**src/common/uart_pkg.sv**
```systemverilog
package uart_pkg;

   ////////////////////////////////////////
   // widths
   ////////////////////////////////////////

   localparam int ADDR_W = 3;             // cpu register address
   localparam int DATA_W = 32;            // cpu data bus
   localparam int DIV_W  = 16;            // baud divider and bit timers
   localparam int CHAR_W = 8;

   // start bit, data bits, one stop bit
   localparam int FRAME_BITS  = CHAR_W + 2;
   localparam int FRAME_CNT_W = $clog2(FRAME_BITS + 1);

   ////////////////////////////////////////
   // register map
   ////////////////////////////////////////

   // read only, 1 while a frame is on the line
   localparam logic [ADDR_W-1:0] UART_WRITE_WAIT = 3'd0;

   // clocks per bit
   localparam logic [ADDR_W-1:0] UART_DIV        = 3'd1;

   // write starts a frame, read pops the rx byte
   localparam logic [ADDR_W-1:0] UART_DATA       = 3'd2;

   localparam logic [ADDR_W-1:0] UART_READ_VALID = 3'd3;   // read only
   localparam logic [ADDR_W-1:0] UART_SOFT_RESET = 3'd4;   // write only

   ////////////////////////////////////////
   // reset and idle values
   ////////////////////////////////////////

   localparam logic [DIV_W-1:0]  DIV_RESET = DIV_W'(1);

   // bus value when nothing is being read
   localparam logic [DATA_W-1:0] READ_IDLE = '1;

endpackage

```
**src/common/uart_ctrl_if.sv**
```systemverilog
`timescale 1ns/1ns

// control and status between the register block and the two serial engines
interface uart_ctrl_if (
   input logic clk
);
   import uart_pkg::*;

   logic [DIV_W-1:0]  divider;    // clocks per bit
   logic [CHAR_W-1:0] tx_char;    // valid with tx_load
   logic              tx_load;    // single cycle, starts a frame
   logic              tx_busy;
   logic [CHAR_W-1:0] rx_char;
   logic              rx_valid;
   logic              rx_take;    // single cycle, data register read
   logic              core_rst;   // hard reset or soft reset pulse

   // register block
   modport regs (
      input  clk,
      input  tx_busy, rx_char, rx_valid,
      output divider, tx_char, tx_load, rx_take, core_rst
   );

   // transmitter
   modport tx (
      input  clk,
      input  divider, tx_char, tx_load, core_rst,
      output tx_busy
   );

   // receiver
   modport rx (
      input  clk,
      input  divider, rx_take, core_rst,
      output rx_char, rx_valid
   );

endinterface

```
**src/uart_regs.sv**
```systemverilog
`timescale 1ns/1ns

module uart_regs (
   input  logic                        clk,
   input  logic                        rst_int,
   input  logic [uart_pkg::ADDR_W-1:0] address,
   input  logic                        sel,
   input  logic                        read,
   input  logic                        write,
   input  logic [uart_pkg::DATA_W-1:0] data_in,
   output logic [uart_pkg::DATA_W-1:0] data_out,
   uart_ctrl_if.regs                   ctrl
);
   import uart_pkg::*;

   logic             wr_en;
   logic             rd_en;
   logic             div_wr;
   logic             data_wr;
   logic             soft_wr;
   logic             soft_rst_q;    // one cycle after the soft reset write
   logic             core_rst;
   logic [DIV_W-1:0] divider_q;

   assign wr_en = sel & write;
   assign rd_en = sel & read;

   ////////////////////////////////////////
   // write decode
   ////////////////////////////////////////

   always_comb
   begin
      div_wr  = 1'b0;
      data_wr = 1'b0;
      soft_wr = 1'b0;
      if (wr_en)
      begin
         case (address)
            UART_DIV:        div_wr  = 1'b1;
            UART_DATA:       data_wr = 1'b1;
            UART_SOFT_RESET: soft_wr = 1'b1;
            default:         ;                 // read only or unmapped
         endcase
      end
   end

   // registered so core_rst has no decode glitches
   always_ff @(posedge clk or posedge rst_int)
   begin
      if (rst_int)
         soft_rst_q <= 1'b0;
      else
         soft_rst_q <= soft_wr;
   end

   assign core_rst = rst_int | soft_rst_q;

   // divider, low half of the bus word
   always_ff @(posedge clk or posedge core_rst)
   begin
      if (core_rst)
         divider_q <= DIV_RESET;
      else if (div_wr)
         divider_q <= data_in[DIV_W-1:0];
   end

   // frame starts at the write edge itself
   assign ctrl.divider  = divider_q;
   assign ctrl.tx_char  = data_in[CHAR_W-1:0];
   assign ctrl.tx_load  = data_wr;
   assign ctrl.core_rst = core_rst;

   ////////////////////////////////////////
   // read mux
   ////////////////////////////////////////

   // popping the rx byte clears valid at the read edge
   assign ctrl.rx_take = rd_en && (address == UART_DATA);

   always_comb
   begin
      data_out = READ_IDLE;
      if (rd_en)
      begin
         case (address)
            UART_WRITE_WAIT: data_out = DATA_W'(ctrl.tx_busy);
            UART_DIV:        data_out = DATA_W'(divider_q);
            UART_DATA:       data_out = DATA_W'(ctrl.rx_char);
            UART_READ_VALID: data_out = DATA_W'(ctrl.rx_valid);
            default:         data_out = READ_IDLE;
         endcase
      end
   end

endmodule

```
**src/uart_tx/uart_tx.sv**
```systemverilog
`timescale 1ns/1ns

module uart_tx (
   input  logic    clk,
   uart_ctrl_if.tx ctrl,
   output logic    ser_tx
);
   import uart_pkg::*;

   logic [DIV_W-1:0]       div_cnt;    // clocks into the current bit
   logic [FRAME_CNT_W-1:0] bit_cnt;    // bits left in the frame
   logic [FRAME_BITS-1:0]  shreg;
   logic                   busy;
   logic                   bit_end;

   assign busy = (bit_cnt != '0);

   // >= so a divider lowered mid frame cannot hang the counter
   assign bit_end = busy && (div_cnt >= ctrl.divider);

   ////////////////////////////////////////
   // bit timing
   ////////////////////////////////////////

   always_ff @(posedge clk or posedge ctrl.core_rst)
   begin
      if (ctrl.core_rst)
         div_cnt <= '0;
      else if (ctrl.tx_load)
         div_cnt <= DIV_W'(1);          // write edge is the first clock of the start bit
      else if (bit_end)
         div_cnt <= DIV_W'(1);
      else if (busy)
         div_cnt <= div_cnt + 1'b1;
   end

   always_ff @(posedge clk or posedge ctrl.core_rst)
   begin
      if (ctrl.core_rst)
         bit_cnt <= '0;
      else if (ctrl.tx_load)
         bit_cnt <= FRAME_CNT_W'(FRAME_BITS);   // a write mid frame restarts it
      else if (bit_end)
         bit_cnt <= bit_cnt - 1'b1;
   end

   ////////////////////////////////////////
   // frame shifter
   ////////////////////////////////////////

   // lsb goes out first, ones fill in behind the stop bit
   always_ff @(posedge clk or posedge ctrl.core_rst)
   begin
      if (ctrl.core_rst)
         shreg <= '1;                   // idle line is high
      else if (ctrl.tx_load)
         shreg <= {1'b1, ctrl.tx_char, 1'b0};
      else if (bit_end)
         shreg <= {1'b1, shreg[FRAME_BITS-1:1]};
   end

   assign ser_tx       = shreg[0];
   assign ctrl.tx_busy = busy;

endmodule

```
**src/uart_rx/uart_rx.sv**
```systemverilog
`timescale 1ns/1ns

module uart_rx (
   input logic     clk,
   uart_ctrl_if.rx ctrl,
   input logic     ser_rx
);
   import uart_pkg::*;

   logic [1:0]        sync;         // [1] is the synchronized line
   logic              rx_line;
   logic [3:0]        state;        // 0 idle, 1..8 data bits, 9 stop
   logic [DIV_W-1:0]  div_cnt;
   logic [DIV_W:0]    first_wait;   // start edge to middle of bit 0
   logic              bit_end;
   logic              sample;
   logic              done;
   logic [CHAR_W-1:0] shreg;
   logic [CHAR_W-1:0] rx_char_q;
   logic              rx_valid_q;

   // two flops against metastability
   always_ff @(posedge clk or posedge ctrl.core_rst)
   begin
      if (ctrl.core_rst)
         sync <= '1;
      else
         sync <= {sync[0], ser_rx};
   end

   assign rx_line = sync[1];

   ////////////////////////////////////////
   // bit timing
   ////////////////////////////////////////

   // one divider plus half a divider, rounded down
   // half bit of the start is folded in here, so divider 1 still lands in the cell
   assign first_wait = {1'b0, ctrl.divider} + (({1'b0, ctrl.divider} - 1'b1) >> 1);

   assign bit_end = (state == 4'd1) ? ({1'b0, div_cnt} >= first_wait)
                                    : (div_cnt >= ctrl.divider);

   assign sample = bit_end && (state != 4'd0) && (state <= 4'd8);
   assign done   = bit_end && (state == 4'd9);   // middle of the stop bit

   always_ff @(posedge clk or posedge ctrl.core_rst)
   begin
      if (ctrl.core_rst)
      begin
         state   <= 4'd0;
         div_cnt <= '0;
      end
      else if (state == 4'd0)
      begin
         div_cnt <= DIV_W'(1);
         if (!rx_line)                 // start bit seen
            state <= 4'd1;
      end
      else if (bit_end)
      begin
         div_cnt <= DIV_W'(1);
         state   <= (state == 4'd9) ? 4'd0 : state + 4'd1;
      end
      else
         div_cnt <= div_cnt + 1'b1;
   end

   ////////////////////////////////////////
   // data path and valid flag
   ////////////////////////////////////////

   always_ff @(posedge clk)
   begin
      if (sample)
         shreg <= {rx_line, shreg[CHAR_W-1:1]};   // lsb arrives first
   end

   always_ff @(posedge clk)
   begin
      if (done)
         rx_char_q <= shreg;       // overwrites an unread byte
   end

   always_ff @(posedge clk or posedge ctrl.core_rst)
   begin
      if (ctrl.core_rst)
         rx_valid_q <= 1'b0;
      else if (done)
         rx_valid_q <= 1'b1;       // new byte beats a read on the same edge
      else if (ctrl.rx_take)
         rx_valid_q <= 1'b0;
   end

   assign ctrl.rx_char  = rx_char_q;
   assign ctrl.rx_valid = rx_valid_q;

endmodule

```
**src/uart_top.sv**
```systemverilog
`timescale 1ns/1ns

module uart_top (
   input  logic                        clk,
   input  logic                        rst_int,

   // cpu side
   input  logic [uart_pkg::ADDR_W-1:0] address,
   input  logic                        sel,
   input  logic                        read,
   input  logic                        write,
   input  logic [uart_pkg::DATA_W-1:0] data_in,
   output logic [uart_pkg::DATA_W-1:0] data_out,

   // serial line
   output logic                        ser_tx,
   input  logic                        ser_rx
);

   uart_ctrl_if ctrl (
      .clk (clk)
   );

   // register file, reset generation
   uart_regs regs_inst (
      .clk      (clk),
      .rst_int  (rst_int),
      .address  (address),
      .sel      (sel),
      .read     (read),
      .write    (write),
      .data_in  (data_in),
      .data_out (data_out),
      .ctrl     (ctrl.regs)
   );

   uart_tx tx_inst (
      .clk    (clk),
      .ctrl   (ctrl.tx),
      .ser_tx (ser_tx)
   );

   // line goes through the synchronizer inside
   uart_rx rx_inst (
      .clk    (clk),
      .ctrl   (ctrl.rx),
      .ser_rx (ser_rx)
   );

endmodule

```
**config.mk**
```make
export PLATFORM = sky130hd
export DESIGN_NAME = uart_top
export DESIGN_NICKNAME = d
export VERILOG_FILES = /design/src/common/uart_pkg.sv /design/src/common/uart_ctrl_if.sv /design/src/uart_regs.sv /design/src/uart_tx/uart_tx.sv /design/src/uart_rx/uart_rx.sv /design/src/uart_top.sv
export SDC_FILE = /design/constraint.sdc
export NUM_CORES = 1
export LEC_CHECK = 0
export BUFFER_PORTS_ARGS = -buffer_cell sky130_fd_sc_hd__buf_2
export CAP_MARGIN = 5
export CORE_MARGIN = 5
export CORE_UTILIZATION = 33
export CTS_CLUSTER_SIZE = 20
export DETAILED_ROUTE_END_ITERATION = 10
export PLACE_DENSITY = 0.47
export SLEW_MARGIN = 20
export SYNTH_ARGS = -nofsm -noshare
export SYNTH_HDL_FRONTEND = slang
export SYNTH_SLANG_ARGS = --single-unit
```
**constraint.sdc**
```tcl
create_clock -name clk -period 5.76 [get_ports clk]
set_clock_uncertainty 0.2 [all_clocks]
set_input_delay 0.576 -clock clk [delete_from_list [all_inputs] [get_ports clk]]
set_output_delay 0.576 -clock clk [all_outputs]
set_load 0.05 [all_outputs]
```
==> flow_summary.toml, run 1 <==
[setup_path]
worstSetupStartpointType = "register"
timing.critical_path.slowest_stage_cell = "sky130_fd_sc_hd__or4_4"
worstSetupPathType = "register to register"
worstSetupEndpoint = "rx_inst.div_cnt[15]$_DFF_PP0_"
path_cells = "or4_4 > nor3_4 > xnor2_1 > ha_1 > or2_2 > a2111oi_4 > buf_4 > nor2_1 > a21oi_2 > o21bai_2 > xnor2_1 > ha_1 > a21o_1 > a211o_1 > a211oi_2 > o211ai_1 > a2111oi_2 > buf_4 > o22ai_1 > or2_1 > buf_12 > nor2_1"
critPathMaxStageDelay_ps = 580
worst_setup_path_startpoint = "regs_inst.ctrl.divider[0]$_DFFE_PP1P_"
worst-endpoint-required_ps = 5840
regToRegEndpoint = "rx_inst.div_cnt[15]$_DFF_PP0_"
worstReg2RegStart = "regs_inst.ctrl.divider[0]$_DFFE_PP1P_"
critical_path.max_fanout = 15
r2r.worst_path.cells = 22
register_to_register_path_setup_slack_ps = 250
end_kind = "register"
crit_buf_inv = 3
cp.depth = 22
arrival_ps = 5590
crit_family = "compound AO/OA/AOI/OAI gates"

[drt]
post_drt_via_cell_ratio = 5.250
vias = 4814
drt_total_wl_mm = 15.12
drcViolationCount = 0
antenna_left = 0
route.detailed.wl_per_inst_um = 16.49
drt-pass1-iter-count = 4
drt_first_iter_violations = 221

[global_routing]
grt_pass1_vias = 4816
grt_max_degree = 69
grt.total_usage = 0.1504
grt_pass1_wl_mm = 24.79
grt_antenna_before_repair = 0
globalRoute.totalOverflow = 0

[power_and_ir_drop]
clockPowerShare = 0.241
power.ir.vdd_worst_mv = 0.1696
static-leakage-power_nw = 3.175
p_seq_frac = 0.326
net_switching_power_of_the_design_mw = 1.013
p_comb_frac = 0.434
intPower_mw = 1.618
p_per_area_mw_per_mm2 = 379.9
fraction_of_power_spent_switching_nets = 0.3849
power_mw = 2.631

[clock_tree]
tritoncts.num_buffers = 9
tritoncts_clock_tree = "done"
cts_max_level = 3
clk_root_buffer_cell = "sky130_fd_sc_hd__clkbuf_16"
clk-insertion-delay-late_ps = 340
cts_max_path_buffers = 2
path_clk_slew_ps = 70
tritoncts_num_sinks = 85

[die]
initial_core_util = 0.3338
floorplan.die.height_um = 144.3
coreArea_mm2 = 0.01784
core.rowCount = 49
die_x_um = 144.3
fp.dieArea_mm2 = 0.02083
design.portCount = 74

[logic_synthesis]
yosysSeqAreaShare = 0.3731
mappedNetlistNets = 731
dominant_cell_by_count_in_the_synthesized_netlist = "sky130_fd_sc_hd__ha_1"
post_synth_main_area_contributors = "sky130_fd_sc_hd__dfrtp_1 (24%), sky130_fd_sc_hd__ha_1 (14%), sky130_fd_sc_hd__edfxtp_1 (8.1%)"
synthDistinctLibCells = 63
synth_area_mm2 = 0.005956
synth_seq_cells = 85
synth_top_area_frac = 0.2395
ys_warn_count = 0
netlist_instances = 624
ys.flop_type = "sky130_fd_sc_hd__dfrtp_1"
ys_top_cells_by_count = "sky130_fd_sc_hd__ha_1 (66), sky130_fd_sc_hd__nor2_1 (60), sky130_fd_sc_hd__dfrtp_1 (57)"
synth_enable_flop_cells = 16
synth_top_cell_by_area = "sky130_fd_sc_hd__dfrtp_1"
syn_avg_cell_area_um2 = 9.544
asyncSetResetFlopFracSynth = 0.8118

[placement]
place.gp.congestion = 0.8493
dpl_worst_slack_ps = -264.3
placedInstanceArea_mm2 = 0.006500
detailed_place_hpwl_mm = 11.23
place.port_buffers = 57
place.detailed.instances = 897

[timing]
setup_tns_ps = 0
time_the_final_worst_path_needs_with_i_o_delays_and_setup_ps = 5509
max_freq_mhz = 181.5
worst_slew_pin_slew_ps = 1054
hold_violations = 0
max-slew-margin-rel = 0.2965
slew_viol_final = 0
worst_slack_ps = 251.2
worst_hold_slack_ps = 127.1
layout_worst_path_cycle_share = 0.9564
setup_viol = 0

[finish]
fin_cells = 917
post_route_cells_drive_above_1_share = 0.2180
layout.core_utilization = 0.3882
antenna_cells_inserted = 0
filler_cell_count = 1795
layout.cell_area.non_filler_mm2 = 0.006925
nNetsFinal = 790
flow.area_growth_from_synthesis_pct = 16.28

[min_path]
min_path_type = "input port to register"

[run_status]
result_of_the_run = "finished clean"

[flow_run]
maxCapViolations = 0
[worst min path at each step]
stage / from / to / cells after the start / slack (ps)
after detailed placement: rx_inst.sync[0]$_DFF_PP1_ / rx_inst.sync[1]$_DFF_PP1_ / 0 / 150
final: ser_rx / rx_inst.sync[0]$_DFF_PP1_ / 1 / 130
after global placement: rx_inst.sync[0]$_DFF_PP1_ / rx_inst.sync[1]$_DFF_PP1_ / 0 / 150
after CTS: ser_rx / rx_inst.sync[0]$_DFF_PP1_ / 1 / 110
after floorplan: rst_int / regs_inst.soft_rst_q$_DFF_PP0_ / 1 / 100
after global routing: ser_rx / rx_inst.sync[0]$_DFF_PP1_ / 1 / 110
[timing repair]
item                                    CTS  global route
pin swaps                                 0            10
hold endpoints to repair                  1             0
buffers inserted                          0             2
endpoints found under the setup margin   34            36
hold buffers                              1             0
gates resized for setup                   5            13
[cell usage in the layout (no fill, tap or decap), types with 4 or more instances in the layout]
master / count
sky130_fd_sc_hd__o21a_1: 4
sky130_fd_sc_hd__ha_1: 66
sky130_fd_sc_hd__and3_1: 8
sky130_fd_sc_hd__xnor2_1: 30
sky130_fd_sc_hd__nand3b_1: 4
sky130_fd_sc_hd__nand2_1: 46
sky130_fd_sc_hd__nor2_1: 57
sky130_fd_sc_hd__nor2_2: 12
sky130_fd_sc_hd__or2_2: 6
sky130_fd_sc_hd__nor2b_1: 5
sky130_fd_sc_hd__buf_4: 22
sky130_fd_sc_hd__o221a_2: 6
sky130_fd_sc_hd__o22ai_1: 7
sky130_fd_sc_hd__inv_1: 26
sky130_fd_sc_hd__a221o_1: 7
sky130_fd_sc_hd__clkbuf_16: 9
sky130_fd_sc_hd__nand4_1: 7
sky130_fd_sc_hd__dfstp_2: 12
sky130_fd_sc_hd__dfrtp_1: 57
sky130_fd_sc_hd__a21o_1: 26
sky130_fd_sc_hd__nand3_1: 19
sky130_fd_sc_hd__o21ai_0: 32
sky130_fd_sc_hd__o211ai_1: 8
sky130_fd_sc_hd__xor2_1: 26
sky130_fd_sc_hd__buf_2: 57
sky130_fd_sc_hd__a21oi_1: 29
sky130_fd_sc_hd__edfxtp_1: 16
sky130_fd_sc_hd__nand2b_1: 7
sky130_fd_sc_hd__mux2i_1: 4
[area by class of cell]
class                           count  area [um2]  area share
Multi-Input combinational cell    479        3513      0.5073
Sequential cell                    85        2222      0.3209
Timing Repair Buffer               82       491.7     0.07100
Tap cell                          229       286.5     0.04137
Clock buffer                        9       225.2     0.03252
Inverter                           26       97.59     0.01409
Clock inverter                      7       88.84     0.01283
[state kept, by name, indices dropped and copies added, names as in the netlist, 4 cells and up]
signal                  cells
regs_inst.ctrl.divider     16
rx_inst.ctrl.rx_char        8
rx_inst.div_cnt            16
rx_inst.shreg               8
rx_inst.state               4
tx_inst.bit_cnt             4
tx_inst.div_cnt            16
tx_inst.shreg               9
[power groups by stage]
stage	clock, mW	combinational [mW]	sequential (mW)
floorplan	0	0.840	0.821
global placement	0	1.07	0.860
detailed placement	0	1.10	0.865
CTS	0.658	1.12	0.856
global route	0.685	1.30	0.876
finish	0.633	1.14	0.857
[cell families (layout without fill, tap and decap cells)]
logic type,Yosys count,after routing,synth area share
muxes,6,6,0.01239
adders and majority gates,67,67,0.1403
xor gates and xnor gates,56,56,0.08235
buffers and inverters,60,124,0.05126
AOI/OAI and AO/OA,150,150,0.1735
DFF,85,85,0.3731
and+or+nand+nor,200,200,0.1670
[per-layer routing]
layer / vias to the layer above / GRT usage / share of wire
li1: 2346 / - / -
met1: 2341 / 0.2114 / 0.48
met2: 113 / 0.2380 / 0.45
met3: 14 / 0.03373 / 0.051
met4: 0 / 0.03289 / 0.011
met5: - / 0 / 0
(Power assumes the default switching activity.)
==> inputs of run 2 (changes only) <==
--- a/config.mk
+++ b/config.mk
@@ -15,4 +15,5 @@
 export SLEW_MARGIN = 20
 export SYNTH_ARGS = -nofsm -noshare
 export SYNTH_HDL_FRONTEND = slang
+export SYNTH_HIERARCHICAL = 1
 export SYNTH_SLANG_ARGS = --single-unit
==> run 2 against run 1 <==
  * Count of clock-buffer cells in the layout stayed put
  * Wire length down 3.8%
  * Non-clock buffer count decreased by 6
  * Global-route usage fell by 1.2 points
  * Clock power down 3%
  * Largest power group unchanged
  * Sequential share of layout area down 0.58 points
  * Register-to-register slack better by 220 ps
  * Die area up 5.0%
  * Critical path type unchanged
==> flow_summary.toml, run 2 <==
[clock_tree]
tritoncts_num_sinks = 85
clk_root_buffer_cell = "sky130_fd_sc_hd__clkbuf_16"
cts_max_level = 3
tritoncts_clock_tree = "done"
path_clk_slew_ps = 70
total_setup_buffers_inserted_after_cts = 0
tritoncts.num_buffers = 9
clk-insertion-delay-late_ps = 350
cts_max_path_buffers = 2

[global_routing]
globalRoute.totalOverflow = 0
grt_pass1_vias = 4793
grt.total_usage = 0.1383
grt_antenna_before_repair = 0
grt_pass1_wl_mm = 24.57
grt_max_degree = 33

[logic_synthesis]
ys_top_cells_by_count = "sky130_fd_sc_hd__ha_1 (65), sky130_fd_sc_hd__dfrtp_1 (57), sky130_fd_sc_hd__inv_1 (55)"
mappedNetlistNets = 749
dominant_cell_by_count_in_the_synthesized_netlist = "sky130_fd_sc_hd__ha_1"
synth_enable_flop_cells = 16
netlist_instances = 643
synth_seq_cells = 85
synth_top_cell_by_area = "sky130_fd_sc_hd__dfrtp_1"
synthDistinctLibCells = 73
post_synth_main_area_contributors = "sky130_fd_sc_hd__dfrtp_1 (23%), sky130_fd_sc_hd__ha_1 (13%), sky130_fd_sc_hd__edfxtp_1 (7.7%)"
ys.flop_type = "sky130_fd_sc_hd__dfrtp_1"
ys_warn_count = 6
yosysSeqAreaShare = 0.3541
asyncSetResetFlopFracSynth = 0.8118
syn_avg_cell_area_um2 = 9.761
synth_area_mm2 = 0.006276
synth_top_area_frac = 0.2273

[drt]
post_drt_via_cell_ratio = 5.064
route.detailed.wl_per_inst_um = 15.67
met2_length_mm = 7.159
drt-pass1-iter-count = 5
vias = 4699
drt-met1-wl_mm = 6.884
antenna_left = 0
drcViolationCount = 0
wl_met3_um = 312
top_signal_layer_used = "met4"
drt_total_wl_mm = 14.54
drt_first_iter_violations = 161

[flow_run]
maxCapViolations = 0

[finish]
nNetsFinal = 795
layout.cells.most_common = "sky130_fd_sc_hd__ha_1"
filler_cell_count = 1840
antenna_cells_inserted = 0
mostFrequentLayoutCells = "sky130_fd_sc_hd__ha_1 (65), sky130_fd_sc_hd__buf_2 (57), sky130_fd_sc_hd__dfrtp_1 (57), sky130_fd_sc_hd__inv_1 (54), sky130_fd_sc_hd__nor2_1 (45)"
flow.area_growth_from_synthesis_pct = 12.36
fin_cells = 928
post_route_cells_drive_above_1_share = 0.2118

[placement]
place.detailed.instances = 910
place.port_buffers = 57
place.gp.congestion = 0.8302
detailed_place_hpwl_mm = 11.34

[timing]
setup_tns_ps = 0
time_the_final_worst_path_needs_with_i_o_delays_and_setup_ps = 5284
max_freq_mhz = 189.3
worst_hold_slack_ps = 120.7
setup_viol = 0
slew_viol_final = 0
layout_worst_path_cycle_share = 0.9174
hold_violations = 0
worst_slew_pin_slew_ps = 915.5
max-slew-margin-rel = 0.3859
rsz0062_at_grt = "false"

[setup_path]
end_kind = "register"
path_cells = "inv_1 > ha_1 > or4b_1 > nand2_1 > ha_1 > a21oi_1 > a21oi_1 > o311ai_0 > buf_4 > a31o_4 > a21oi_1 > nor3_2 > o211ai_1 > xnor2_1 > ha_1 > a211o_1 > nor3_1 > o211ai_1 > o21ai_0 > o41ai_4 > nand2_1 > nor2_1 > buf_4"
worst-endpoint-required_ps = 5630
critical_path.max_fanout = 9
critPathMaxStageDelay_ps = 590
worstSetupPathType = "register to register"
crit_buf_inv = 3
timing.critical_path.slowest_stage_cell = "sky130_fd_sc_hd__o41ai_4"
crit_family = "compound AO/OA/AOI/OAI gates"
worstSetupStartpointType = "register"
arrival_ps = 5150

[die]
core.rowCount = 50
initial_core_util = 0.3355
fp.dieArea_mm2 = 0.02188
die_x_um = 147.9
coreArea_mm2 = 0.01871
floorplan.die.height_um = 147.9
design.portCount = 74

[power_and_ir_drop]
p_per_area_mw_per_mm2 = 379.0
static-leakage-power_nw = 3.138
power.ir.vdd_worst_mv = 0.1850

[run_status]
result_of_the_run = "finished clean"

[min_path]
min_path_type = "input port to register"
[run 2: changes by cell type in the layout (fill, tap and decap cells not counted), moves of 7 or more]
cell / delta
sky130_fd_sc_hd__a21o_1: -10
sky130_fd_sc_hd__a221o_1: +7
sky130_fd_sc_hd__inv_1: +28
sky130_fd_sc_hd__mux2_2: +15
sky130_fd_sc_hd__nand2_1: -21
sky130_fd_sc_hd__nand3_1: +13
sky130_fd_sc_hd__nor2_1: -12
sky130_fd_sc_hd__nor2_2: -11
sky130_fd_sc_hd__nor2_4: +8
[run 2: cell families after synthesis]
logic type / count (synthesis) / synth area share
simple gates: 182 / 0.1649
compound gates: 143 / 0.1657
buf+inv: 96 / 0.07835
flops: 85 / 0.3541
fa+ha+maj: 65 / 0.1296
xor+xnor: 54 / 0.07536
mux: 18 / 0.03210
[run 2: power breakdown]
part           total (mW)  leakage [nW]  switching (mW)  internal [mW]
combinational        1.15          1.98           0.651          0.499
sequential          0.906          1.00           0.150          0.756
clock               0.617         0.151           0.271          0.347
[run 2: final cells by class]
type	count	area (um2)	share of cell area
clock buffers	9	225.2	0.03194
well taps	234	292.8	0.04152
clock inverters	7	91.34	0.01295
flip-flops and latches	85	2222	0.3151
multi-input cells	462	3567	0.5059
repair buffers	76	446.7	0.06334
inverters	55	206.4	0.02928
[run 2: timing repair]
action	4_1_cts	5_1_grt
gates resized for setup	0	1
hold endpoints to repair	1	0
hold buffers	1	0
endpoints found under the setup margin	0	16
[run 2: path summary, 6_finish.rpt]
path | start | end | slack (ps) | depth (start not counted)
worst max-delay path | regs_inst/ctrl.divider[1]$_DFFE_PP0P_ | rx_inst/ctrl.rx_char[5]$_DFFE_PP_ | 480 | 23
worst min-delay path | ser_rx | rx_inst/sync[0]$_DFF_PP1_ | 120 | 1
worst max register to register | regs_inst/ctrl.divider[1]$_DFFE_PP0P_ | rx_inst/ctrl.rx_char[5]$_DFFE_PP_ | 480 | 23
worst min register to register | regs_inst/soft_rst_q$_DFF_PP0_ | regs_inst/ctrl.divider[5]$_DFFE_PP0P_ | 140 | 2
max in group asynchronous | rst_int | rx_inst/div_cnt[9]$_DFF_PP0_ | 3800 | 6
min in group asynchronous | regs_inst/soft_rst_q$_DFF_PP0_ | regs_inst/ctrl.divider[5]$_DFFE_PP0P_ | 140 | 2
[run 2: worst register-to-register path, stage by stage, from the launching register on]
cell and delay (ps):
sky130_fd_sc_hd__dfrtp_1 390, sky130_fd_sc_hd__inv_1 110, sky130_fd_sc_hd__ha_1 260, sky130_fd_sc_hd__or4b_1 490, sky130_fd_sc_hd__nand2_1 110, sky130_fd_sc_hd__ha_1 210, sky130_fd_sc_hd__a21oi_1 50, sky130_fd_sc_hd__a21oi_1 180
sky130_fd_sc_hd__o311ai_0 150, sky130_fd_sc_hd__buf_4 170, sky130_fd_sc_hd__a31o_4 230, sky130_fd_sc_hd__a21oi_1 230, sky130_fd_sc_hd__nor3_2 110, sky130_fd_sc_hd__o211ai_1 220, sky130_fd_sc_hd__xnor2_1 170, sky130_fd_sc_hd__ha_1 190
sky130_fd_sc_hd__a211o_1 130, sky130_fd_sc_hd__nor3_1 40, sky130_fd_sc_hd__o211ai_1 70, sky130_fd_sc_hd__o21ai_0 170, sky130_fd_sc_hd__o41ai_4 590, sky130_fd_sc_hd__nand2_1 200, sky130_fd_sc_hd__nor2_1 180, sky130_fd_sc_hd__buf_4 160
[run 2: per-stage QoR]
step	total power, mW	utilization	area [um2]	setup slack (ps)
2_1_floorplan	1.792	-	6276	768.2
3_3_place_gp	2.040	0.3587	6709	402.3
3_5_place_dp	2.076	0.3587	6709	318.1
4_1_cts	2.706	0.3761	7036	303.2
5_1_grt	2.908	0.3770	7052	82.71
6_report	2.673	0.3770	7052	476.0
[run 2: routing by layer]
| layer | track usage | vias up |
|---|---|---|
| li1 | - | 2383 |
| met1 | 0.1805 | 2253 |
| met2 | 0.2377 | 50 |
| met3 | 0.01993 | 13 |
| met4 | 0.04249 | 0 |
| met5 | 0 | - |
